<file path="src/hdl/bus_types_pkg.sv">
package bus_types_pkg;

    // widths of the shared memory bus.
    localparam int ADDR_W = 32;
    localparam int DATA_W = 32;
    localparam int STROBE_W = DATA_W / 8;
    localparam int RESP_W = 2;

    // byte address.
    typedef logic [ADDR_W-1:0] addr_t;

    // one data word.
    typedef logic [DATA_W-1:0] word_t;

    // one enable bit per byte lane.
    typedef logic [STROBE_W-1:0] strobe_t;

    // axi response code as seen on the b and r channels.
    typedef logic [RESP_W-1:0] axi_resp_t;

endpackage

</file>
<file path="src/hdl/multicore_cfg_pkg.sv">
package multicore_cfg_pkg;

    localparam int NUM_HARTS = 2;

    // each hart has a fetch port (even index) and a data port (odd index).
    localparam int NUM_REQUESTERS = NUM_HARTS * 2;
    localparam int REQ_IDX_W = $clog2(NUM_REQUESTERS);

    typedef logic [REQ_IDX_W-1:0] req_idx_t;

    // arbiter is either free to grant or waiting on one access.
    typedef enum logic {
        ARB_IDLE,
        ARB_BUSY
    } arb_state_t;

endpackage

</file>
<file path="src/hdl/front_side_bus_if.sv">
`timescale 1ns/10ps

// bus from one requester into the memory controller.
interface front_side_bus_if;
    bus_types_pkg::addr_t addr;
    bus_types_pkg::word_t wdata;
    bus_types_pkg::word_t rdata;
    bus_types_pkg::strobe_t byte_en;
    logic ren;
    logic wen;
    logic busy;

    modport requester (
        output addr,
        output wdata,
        output byte_en,
        output ren,
        output wen,
        input rdata,
        input busy
    );

    modport controller (
        input addr,
        input wdata,
        input byte_en,
        input ren,
        input wen,
        output rdata,
        output busy
    );
endinterface

</file>
<file path="src/hdl/generic_bus_if.sv">
`timescale 1ns/10ps

// single master memory bus between the controller and the translator.
interface generic_bus_if;
    bus_types_pkg::addr_t addr;
    bus_types_pkg::word_t wdata;
    bus_types_pkg::word_t rdata;
    bus_types_pkg::strobe_t byte_en;
    logic ren;
    logic wen;
    logic busy;

    modport cpu (
        output addr,
        output wdata,
        output byte_en,
        output ren,
        output wen,
        input rdata,
        input busy
    );

    modport mem (
        input addr,
        input wdata,
        input byte_en,
        input ren,
        input wen,
        output rdata,
        output busy
    );
endinterface

</file>
<file path="src/hdl/axi_lite_bridge.sv">
`timescale 1ns/10ps

module axi_lite_bridge (
    input logic CLK,
    input logic rst_n,
    generic_bus_if.mem gen_bus_if,
    output bus_types_pkg::addr_t awaddr,
    output logic awvalid,
    input logic awready,
    output bus_types_pkg::word_t wdata_axi,
    output bus_types_pkg::strobe_t wstrb,
    output logic wvalid,
    input logic wready,
    input bus_types_pkg::axi_resp_t bresp,
    input logic bvalid,
    output logic bready,
    output bus_types_pkg::addr_t araddr,
    output logic arvalid,
    input logic arready,
    input bus_types_pkg::word_t rdata_axi,
    input bus_types_pkg::axi_resp_t rresp,
    input logic rvalid,
    output logic rready
);

    typedef enum logic [2:0] {
        BT_IDLE,
        BT_WRITE_ADDR_DATA,
        BT_WRITE_RESP,
        BT_READ_ADDR,
        BT_READ_DATA,
        BT_DONE
    } bt_state_t;

    bt_state_t state;
    logic aw_done;
    logic w_done;
    logic aw_fire;
    logic w_fire;

    bus_types_pkg::addr_t addr_q;
    bus_types_pkg::word_t wdata_q;
    bus_types_pkg::strobe_t strb_q;
    bus_types_pkg::word_t rdata_q;

    assign awvalid = (state == BT_WRITE_ADDR_DATA) && !aw_done;
    assign wvalid = (state == BT_WRITE_ADDR_DATA) && !w_done;
    assign bready = (state == BT_WRITE_RESP);
    assign arvalid = (state == BT_READ_ADDR);
    assign rready = (state == BT_READ_DATA);

    assign aw_fire = awvalid && awready;
    assign w_fire = wvalid && wready;

    assign awaddr = addr_q;
    assign araddr = addr_q;
    assign wdata_axi = wdata_q;
    assign wstrb = strb_q;

    // completion is a single cycle of busy low.
    assign gen_bus_if.busy = (state != BT_DONE);
    assign gen_bus_if.rdata = rdata_q;

    // payload is captured once so it holds through any back-pressure.
    always_ff @(posedge CLK) begin
        if (state == BT_IDLE && (gen_bus_if.ren || gen_bus_if.wen)) begin
            addr_q <= gen_bus_if.addr;
            wdata_q <= gen_bus_if.wdata;
            strb_q <= gen_bus_if.byte_en;
        end
        if (state == BT_READ_DATA && rvalid) begin
            rdata_q <= rdata_axi;
        end
    end

    // bresp and rresp are not inspected; an error finishes like okay.
    always_ff @(posedge CLK or negedge rst_n) begin
        if (!rst_n) begin
            state <= BT_IDLE;
            aw_done <= 1'b0;
            w_done <= 1'b0;
        end else begin
            case (state)
                BT_IDLE: begin
                    aw_done <= 1'b0;
                    w_done <= 1'b0;
                    if (gen_bus_if.wen) begin
                        state <= BT_WRITE_ADDR_DATA;
                    end else if (gen_bus_if.ren) begin
                        state <= BT_READ_ADDR;
                    end
                end
                BT_WRITE_ADDR_DATA: begin
                    // aw and w may be accepted in either order.
                    if (aw_fire) begin
                        aw_done <= 1'b1;
                    end
                    if (w_fire) begin
                        w_done <= 1'b1;
                    end
                    if ((aw_done || aw_fire) && (w_done || w_fire)) begin
                        state <= BT_WRITE_RESP;
                    end
                end
                BT_WRITE_RESP: begin
                    if (bvalid) begin
                        state <= BT_DONE;
                    end
                end
                BT_READ_ADDR: begin
                    if (arready) begin
                        state <= BT_READ_DATA;
                    end
                end
                BT_READ_DATA: begin
                    if (rvalid) begin
                        state <= BT_DONE;
                    end
                end
                default: begin
                    state <= BT_IDLE;
                end
            endcase
        end
    end

endmodule

</file>
<file path="src/hdl/memory_controller.sv">
`timescale 1ns/10ps

module memory_controller (
    input logic CLK,
    input logic rst_n,
    front_side_bus_if.controller front_side [multicore_cfg_pkg::NUM_REQUESTERS-1:0],
    generic_bus_if.cpu out_gen_bus_if
);

    multicore_cfg_pkg::arb_state_t state;
    // holds the current grant while busy and the previous one while idle.
    multicore_cfg_pkg::req_idx_t last_grant;
    multicore_cfg_pkg::req_idx_t pick_idx;
    logic pick_valid;
    logic granted_done;

    bus_types_pkg::addr_t req_addr [multicore_cfg_pkg::NUM_REQUESTERS-1:0];
    bus_types_pkg::word_t req_wdata [multicore_cfg_pkg::NUM_REQUESTERS-1:0];
    bus_types_pkg::strobe_t req_byte_en [multicore_cfg_pkg::NUM_REQUESTERS-1:0];
    logic [multicore_cfg_pkg::NUM_REQUESTERS-1:0] req_ren;
    logic [multicore_cfg_pkg::NUM_REQUESTERS-1:0] req_wen;
    logic [multicore_cfg_pkg::NUM_REQUESTERS-1:0] req_active;

    // the granted access finishes in the cycle the generic bus drops busy.
    assign granted_done = (state == multicore_cfg_pkg::ARB_BUSY) && !out_gen_bus_if.busy;

    for (genvar i = 0; i < multicore_cfg_pkg::NUM_REQUESTERS; i++) begin : g_front_side
        assign req_addr[i] = front_side[i].addr;
        assign req_wdata[i] = front_side[i].wdata;
        assign req_byte_en[i] = front_side[i].byte_en;
        assign req_ren[i] = front_side[i].ren;
        assign req_wen[i] = front_side[i].wen;
        assign req_active[i] = front_side[i].ren | front_side[i].wen;

        assign front_side[i].rdata = out_gen_bus_if.rdata;
        // only the grantee ever sees busy low.
        assign front_side[i].busy =
            !(granted_done && (last_grant == multicore_cfg_pkg::req_idx_t'(i)));
    end

    // search starts just above the last grant and wraps around.
    always_comb begin
        multicore_cfg_pkg::req_idx_t cand;
        pick_valid = 1'b0;
        pick_idx = last_grant;
        for (int k = 1; k <= multicore_cfg_pkg::NUM_REQUESTERS; k++) begin
            cand = multicore_cfg_pkg::req_idx_t'(
                (int'(last_grant) + k) % multicore_cfg_pkg::NUM_REQUESTERS);
            if (!pick_valid && req_active[cand]) begin
                pick_valid = 1'b1;
                pick_idx = cand;
            end
        end
    end

    always_ff @(posedge CLK or negedge rst_n) begin
        if (!rst_n) begin
            state <= multicore_cfg_pkg::ARB_IDLE;
            // requester 0 wins the first round.
            last_grant <= multicore_cfg_pkg::req_idx_t'(multicore_cfg_pkg::NUM_REQUESTERS - 1);
        end else begin
            case (state)
                multicore_cfg_pkg::ARB_IDLE: begin
                    if (pick_valid) begin
                        state <= multicore_cfg_pkg::ARB_BUSY;
                        last_grant <= pick_idx;
                    end
                end
                multicore_cfg_pkg::ARB_BUSY: begin
                    if (!out_gen_bus_if.busy) begin
                        state <= multicore_cfg_pkg::ARB_IDLE;
                    end
                end
                default: begin
                    state <= multicore_cfg_pkg::ARB_IDLE;
                end
            endcase
        end
    end

    // forward the grantee's request, commands only while an access is open.
    assign out_gen_bus_if.addr = req_addr[last_grant];
    assign out_gen_bus_if.wdata = req_wdata[last_grant];
    assign out_gen_bus_if.byte_en = req_byte_en[last_grant];
    assign out_gen_bus_if.ren = (state == multicore_cfg_pkg::ARB_BUSY) && req_ren[last_grant];
    assign out_gen_bus_if.wen = (state == multicore_cfg_pkg::ARB_BUSY) && req_wen[last_grant];

endmodule

</file>
<file path="src/hdl/multicore_wrapper.sv">
`timescale 1ns/10ps

module multicore_wrapper (
    input logic CLK,
    input logic rst_n,
    input bus_types_pkg::addr_t [multicore_cfg_pkg::NUM_REQUESTERS-1:0] req_addr,
    input bus_types_pkg::word_t [multicore_cfg_pkg::NUM_REQUESTERS-1:0] req_wdata,
    input bus_types_pkg::strobe_t [multicore_cfg_pkg::NUM_REQUESTERS-1:0] req_byte_en,
    input logic [multicore_cfg_pkg::NUM_REQUESTERS-1:0] req_ren,
    input logic [multicore_cfg_pkg::NUM_REQUESTERS-1:0] req_wen,
    output bus_types_pkg::word_t [multicore_cfg_pkg::NUM_REQUESTERS-1:0] req_rdata,
    output logic [multicore_cfg_pkg::NUM_REQUESTERS-1:0] req_busy,
    output bus_types_pkg::addr_t awaddr,
    output logic awvalid,
    input logic awready,
    output bus_types_pkg::word_t wdata_axi,
    output bus_types_pkg::strobe_t wstrb,
    output logic wvalid,
    input logic wready,
    input bus_types_pkg::axi_resp_t bresp,
    input logic bvalid,
    output logic bready,
    output bus_types_pkg::addr_t araddr,
    output logic arvalid,
    input logic arready,
    input bus_types_pkg::word_t rdata_axi,
    input bus_types_pkg::axi_resp_t rresp,
    input logic rvalid,
    output logic rready
);

    // requester 2h is the fetch port of hart h, 2h+1 its data port.
    front_side_bus_if front_side_bus [multicore_cfg_pkg::NUM_REQUESTERS-1:0] ();
    generic_bus_if gen_bus ();

    for (genvar i = 0; i < multicore_cfg_pkg::NUM_REQUESTERS; i++) begin : g_requester
        assign front_side_bus[i].addr = req_addr[i];
        assign front_side_bus[i].wdata = req_wdata[i];
        assign front_side_bus[i].byte_en = req_byte_en[i];
        assign front_side_bus[i].ren = req_ren[i];
        assign front_side_bus[i].wen = req_wen[i];
        assign req_rdata[i] = front_side_bus[i].rdata;
        assign req_busy[i] = front_side_bus[i].busy;
    end

    memory_controller mc (
        .CLK(CLK),
        .rst_n(rst_n),
        .front_side(front_side_bus),
        .out_gen_bus_if(gen_bus)
    );

    axi_lite_bridge bt (
        .CLK(CLK),
        .rst_n(rst_n),
        .gen_bus_if(gen_bus),
        .awaddr(awaddr),
        .awvalid(awvalid),
        .awready(awready),
        .wdata_axi(wdata_axi),
        .wstrb(wstrb),
        .wvalid(wvalid),
        .wready(wready),
        .bresp(bresp),
        .bvalid(bvalid),
        .bready(bready),
        .araddr(araddr),
        .arvalid(arvalid),
        .arready(arready),
        .rdata_axi(rdata_axi),
        .rresp(rresp),
        .rvalid(rvalid),
        .rready(rready)
    );

endmodule

</file>
<file path="config.mk">
export PLATFORM = sky130hd
export DESIGN_NAME = multicore_wrapper
export DESIGN_NICKNAME = d
export VERILOG_FILES = /design/src/hdl/bus_types_pkg.sv /design/src/hdl/multicore_cfg_pkg.sv /design/src/hdl/front_side_bus_if.sv /design/src/hdl/generic_bus_if.sv /design/src/hdl/axi_lite_bridge.sv /design/src/hdl/memory_controller.sv /design/src/hdl/multicore_wrapper.sv
export SDC_FILE = /design/constraint.sdc
export NUM_CORES = 1
export LEC_CHECK = 0
export ABC_AREA = 1
export BUFFER_PORTS_ARGS = -buffer_cell sky130_fd_sc_hd__buf_2
export CORE_AREA = 10 10 208 210
export CTS_CLUSTER_SIZE = 20
export DETAILED_ROUTE_END_ITERATION = 8
export DIE_AREA = 0 0 218 220
export SLEW_MARGIN = 20
export SYNTH_ARGS = -nofsm -noshare
export SYNTH_HDL_FRONTEND = slang
export SYNTH_SLANG_ARGS = --single-unit
export TNS_END_PERCENT = 20
</file>
<file path="constraint.sdc">
create_clock -name CLK -period 18.75 [get_ports CLK]
set_clock_uncertainty 0.15 [all_clocks]
set_input_delay 2.8125 -clock CLK [delete_from_list [all_inputs] [get_ports CLK]]
set_output_delay 2.8125 -clock CLK [all_outputs]
set_load 0.02 [all_outputs]
</file>
==> results of run 1 <==
[through the flow]
stage / setup slack (ns) / utilization, % / hold WS, ns
6_report: 13.25 / 23.5 / 0.414
4_1_cts: 13.09 / 23.4 / 0.416
3_5_place_dp: 13.53 / 22.7 / 0.399
5_1_grt: 13.01 / 23.4 / 0.452
3_3_place_gp: 13.53 / 22.7 / 0.389
2_1_floorplan: 8.37 / - / 0.372
[where the power goes]
group,internal [mW],switching [mW],total (mW)
registers,0.408,0.0679,0.476
clock network,0.0915,0.0994,0.191
logic,0.229,0.541,0.770
[synth_stat cells, drive strengths merged]
library cell / instances
buf: 152
nor2: 152
o21ai: 141
edfxtp: 100
o22ai: 68
nand2: 60
clkbuf: 28
inv: 18
nand3: 16
dfrtp: 6
ha: 4
a21oi: 2
dfstp: 2
nor3: 2
o21bai: 2
or2: 2
a21boi: 1
nor4: 1
[cells by family (layout without fill, tap and decap cells)]
logic type	after synthesis	in the layout	synth area share [%]
simple gates	233	233	14.1
compound gates	214	214	17.5
buf+inv	198	596	19.4
flops	108	108	48.3
fa+ha+maj	4	4	0.753
other cells	0	3	0
[sequential cells by signal (all words and copies together), names as in the netlist]
name	flops
bt.w_done	1
bt.state	3
bt.wstrb	4
bt.aw_done	1
bt.gen_bus_if.rdata	32
bt.wdata_axi	32
mc.last_grant	2
mc.state	1
bt.araddr	32
[metal layers]
layer / wire length (um) / share of wire (%) / up-vias
met1: 11300 / 36 / 3165
li1: - / - / 3276
met4: 1280 / 4.1 / 4
met2: 15300 / 49 / 445
met3: 3320 / 11 / 55
met5: 32 / 0.10 / -
[worst max path at each step]
stage,slack [ns],depth (start not counted),endpoint
after detailed placement,13.53,4,req_busy[1]
after CTS,13.09,4,req_busy[1]
after global placement,13.53,4,req_busy[1]
after floorplan,8.37,8,bt.araddr[0]
final,13.25,4,req_busy[1]
after global routing,13.01,4,req_busy[3]
[area by class of cell]
cell class | instances | share of cell area [%]
Tap cell | 525 | 7.13
Antenna cell | 3 | 0.0815
Timing Repair Buffer | 562 | 30.7
Multi-Input combinational cell | 451 | 23.5
Sequential cell | 108 | 34.8
Clock inverter | 7 | 0.543
Clock buffer | 9 | 2.44
Inverter | 18 | 0.760
[cell usage in the layout, fill, tap and decap left out, types with 4 or more instances in the layout]
master / instances
buf_2: 555
nor2_1: 150
o21ai_0: 139
edfxtp_1: 100
o22ai_1: 68
nand2_1: 54
inv_1: 14
nand3_1: 14
clkbuf_16: 9
buf_4: 7
nand2_2: 6
dfrtp_1: 6
ha_1: 4
[worst reg2reg max path, delay by kind of cell (launching register included)]
| family | cells | cell delay [ns] |
|---|---|---|
| buf+inv | 4 | 1.09 |
| flops | 1 | 1.01 |
| simple gates | 6 | 0.65 |
==> results.json, run 1 <==
{
  "r2r_slack_ns": 15.43,
  "cp-startpoint": "mc.last_grant[0]",
  "critPathTopFamily": "flip-flops",
  "slew_violations": 0,
  "cp.required_ns": 15.79,
  "grt_pass1_wl_um": 42900,
  "die_w_um": 218,
  "arrival_ns": 2.54,
  "finalSetupViolCount": 0,
  "crit_chain": "buf_4 > ha_1 > nand2_1 > buf_2",
  "synth_cells": 757,
  "busiest_layer": "met2",
  "drcViolationCount": 0,
  "worstSetupStartpointType": "flop",
  "hpwl_um": 25300,
  "clk_latency_ns": 0.37,
  "grt.overflow.total": 0,
  "tightest_slew_ns": 0.918,
  "numCtsBuffers": 9,
  "initial_utilization_pct": 16.9,
  "cpPeakStageDelay_ns": 1.01,
  "dieHeight_um": 220,
  "cp_num_buf_inv": 2,
  "final_nets": 1477,
  "met1_usage_pct": 12.3,
  "drt-initial-drc-count": 377,
  "cts_sinks": 108,
  "cts_setup_buffers": 0,
  "clk_pin_slew_ns": 0.09,
  "hold_viol_final": 0,
  "die-area_um2": 48000,
  "min_period_over_period_pct": 29.3,
  "ir_drop_v": 0.0000474,
  "synth_cell_types": 27,
  "ioPinCount": 560,
  "post_cts_resized": 0,
  "r2r-start": "mc.last_grant[0]",
  "hold_start": "bt.aw_done",
  "htreeDepth": 3,
  "ff_latch_area_um2": 3210,
  "area_growth_pct": 38.7,
  "tns_ns": 0,
  "cpMaxStageDelayCell": "dfstp_4",
  "multi_input_area_um2": 2160,
  "antenna_found_initial": 4,
  "relSlewSlack_pct": 38.7,
  "num-fill-cells": 4364,
  "clockBufferDepth": 2,
  "leakagePower_nw": 4.25,
  "coreArea_um2": 39300,
  "finalNonFillerCells": 1683,
  "cts_hold_buf": 0,
  "stdcell_area_um2": 9210,
  "cts_tree": "yes",
  "clockRootBuffer": "clkbuf_16",
  "dp.cells": 1664,
  "rows": 73,
  "power_mw": 1.44,
  "yosysTopAreaCellShare_pct": 45.2,
  "grt_pass1_vias": 7121,
  "vias": 6945,
  "hp-class": "reg2reg",
  "detail-route-antenna-nets": 0,
  "drive_above_1_share_pct": 51.8,
  "grt_max_degree": 77,
  "min_path_cells": 2,
  "maxCapViolations": 0,
  "reg2reg_to": "bt.wdata_axi[29]",
  "reg2reg_depth": 10,
  "ys_seq_elements": 108,
  "port_buffers": 555,
  "wirelength_um": 31200,
  "yosys-top-cells-area": "edfxtp_1 45%, buf_4 15%, o21ai_0 10%",
  "grtUsageMet3_pct": 4.57,
  "synth_nets": 1084,
  "p_per_area_nw_per_um2": 156,
  "period_needed_ns": 5.50,
  "max_freq_ghz": 0.182,
  "synth_seq_area_share_pct": 48.3,
  "syn_avg_cell_area_um2": 8.77,
  "min_to": "bt.aw_done",
  "gp_congestion": 0.889,
  "track_usage_pct": 11.9,
  "endpoint_kind": "output pin",
  "synth_area_leader_cell": "edfxtp_1",
  "routedWlPerCell_um": 18.5,
  "crit_type": "reg2out",
  "path_max_fanout": 75,
  "ys.warnings.count": 0,
  "synth_area_um2": 6640,
  "rsz0062_at_grt": "no",
  "place_area_um2": 8930,
  "drt_first_pass_iters": 5,
  "status": "completed",
  "use_met2_pct": 20.7,
  "avgViaCountPerCell": 4.13
}
(Power assumes the default switching activity.)
==> run 2: changes to the inputs <==
==> constraint.sdc (replaced) <==
create_clock -name CLK -period 5.4 [get_ports CLK]
set_clock_uncertainty 0.15 [all_clocks]
set_input_delay 0.81 -clock CLK [delete_from_list [all_inputs] [get_ports CLK]]
set_output_delay 0.81 -clock CLK [all_outputs]
set_load 0.02 [all_outputs]
==> results.json, run 2 (synthesis results as in run 1) <==
{
  "crit_type": "reg2out",
  "hpwl_um": 25900,
  "drcViolationCount": 0,
  "antenna_found_initial": 1,
  "post-route-util_pct": 23.5,
  "met1_usage_pct": 12.6,
  "setup_slack_ns": 2.18,
  "r2r-start": "mc.last_grant[0]",
  "hold_ws_ns": 0.111,
  "busiest_layer": "met2",
  "p_per_area_nw_per_um2": 544,
  "power_mw": 5.01,
  "grt.overflow.total": 0,
  "drt_first_pass_iters": 5,
  "track_usage_pct": 12.0,
  "leakagePower_nw": 4.25,
  "p_comb_share_pct": 54.2,
  "cp.required_ns": 4.44,
  "clockRootBuffer": "clkbuf_16",
  "dieHeight_um": 220,
  "hp-class": "in2async",
  "detail-route-antenna-nets": 0,
  "htreeDepth": 3,
  "preCtsSetupSlack_ns": 2.35,
  "dp.cells": 1664,
  "mostFrequentLayoutCell": "buf_2",
  "cts_setup_buffers": 0,
  "post_cts_resized": 0,
  "power_frac_seq_pct": 32.9,
  "finalNonFillerCells": 1680,
  "port_buffers": 555,
  "grt_pass1_wl_um": 43200,
  "area_growth_pct": 38.7,
  "period_needed_ns": 3.22,
  "hold_viol_final": 0,
  "cts_hold_buf": 0,
  "stdcell_area_um2": 9210,
  "antenna_cells": 0,
  "clk_pin_slew_ns": 0.08,
  "vias": 6910,
  "clk_latency_ns": 0.37,
  "initial_utilization_pct": 16.9,
  "ir_drop_v": 0.000180,
  "status": "completed",
  "place_area_um2": 8940,
  "numCtsBuffers": 9,
  "drive_above_1_share_pct": 51.8,
  "worstSetupStartpointType": "flop",
  "layout_common_cells": "555 x buf_2, 150 x nor2_1, 139 x o21ai_0",
  "max_freq_ghz": 0.310,
  "die-area_um2": 48000,
  "routedWlPerCell_um": 18.7,
  "power.switching_mw": 2.48,
  "min_period_over_period_pct": 59.7,
  "grtUsageMet3_pct": 4.21,
  "cts_tree": "yes",
  "grt_pass1_vias": 7010,
  "finalSetupViolCount": 0,
  "final_nets": 1477,
  "tns_ns": 0,
  "clockBufferDepth": 2,
  "path_max_fanout": 50,
  "coreArea_um2": 39300,
  "p_sw_share_pct": 49.5,
  "cp-startpoint": "mc.last_grant[0]",
  "wirelength_um": 31500,
  "clockPowerShare_pct": 12.9,
  "use_met2_pct": 21.0,
  "drt-initial-drc-count": 388,
  "cts_sinks": 108,
  "arrival_ns": 2.26,
  "relSlewSlack_pct": 38.8,
  "endpoint_kind": "output pin",
  "maxCapViolations": 0,
  "gp_congestion": 0.935,
  "rows": 73,
  "rsz0062_at_grt": "no",
  "avgViaCountPerCell": 4.11,
  "grt_max_degree": 90,
  "slew_violations": 0,
  "die_w_um": 218,
  "p_int_mw": 2.53,
  "tightest_slew_ns": 0.916,
  "ioPinCount": 560
}
## run 2: cell count changes in the layout (fill, tap and decap cells not counted)
| cell | before | now |
|---|---|---|
| clkinvlp_4 | 0 | 1 |
| clkinv_4 | 1 | 0 |
| diode_2 | 3 | 0 |
| nor4_4 | 0 | 1 |
| nor4_2 | 1 | 0 |
## run 2: final timing paths
check | slack (ns) | cells past startpoint | end
hold reg to reg | 0.41 | 2 | bt.aw_done
setup reg to reg | 2.41 | 4 | bt.araddr[5]
setup / recovery | 2.18 | 4 | req_busy[1]
min in group CLK | 0.41 | 2 | bt.aw_done
hold / removal | 0.11 | 1 | bt.w_done
max in group asynchronous | 4.75 | 1 | mc.last_grant[1]
## run 2: critical path: stages (launching register included)
cell and delay, ns:
dfstp_4 0.89, buf_4 0.50, ha_1 0.23, nand2_1 0.05
buf_2 0.17
## run 2: power groups by stage
stage | registers (mW) | clock network [mW] | logic (mW)
global placement | 1.66 | 0 | 2.75
detailed placement | 1.67 | 0 | 2.76
finish | 1.65 | 0.647 | 2.72
global route | 1.69 | 0.717 | 2.96
floorplan | 1.92 | 0 | 1.68
CTS | 1.66 | 0.695 | 2.76
## run 2: area by class of cell
| cell class | instances | area, um^2 |
|---|---|---|
| clock buffer | 9 | 225 |
| timing repair buffer | 562 | 2830 |
| fill | 4350 | 30100 |
| inverter | 18 | 70.1 |
| clock inverter | 7 | 48.8 |
| tap | 525 | 657 |
| sequential | 108 | 3210 |
| multi-input combinational | 451 | 2170 |
## run 2: per-layer routing
layer	routed length, um	share of wire [%]	vias up
li1	-	-	3272
met2	15500	49	427
met1	11600	37	3167
met4	1230	3.9	2
met3	3140	10	42
met5	7	0.022	-
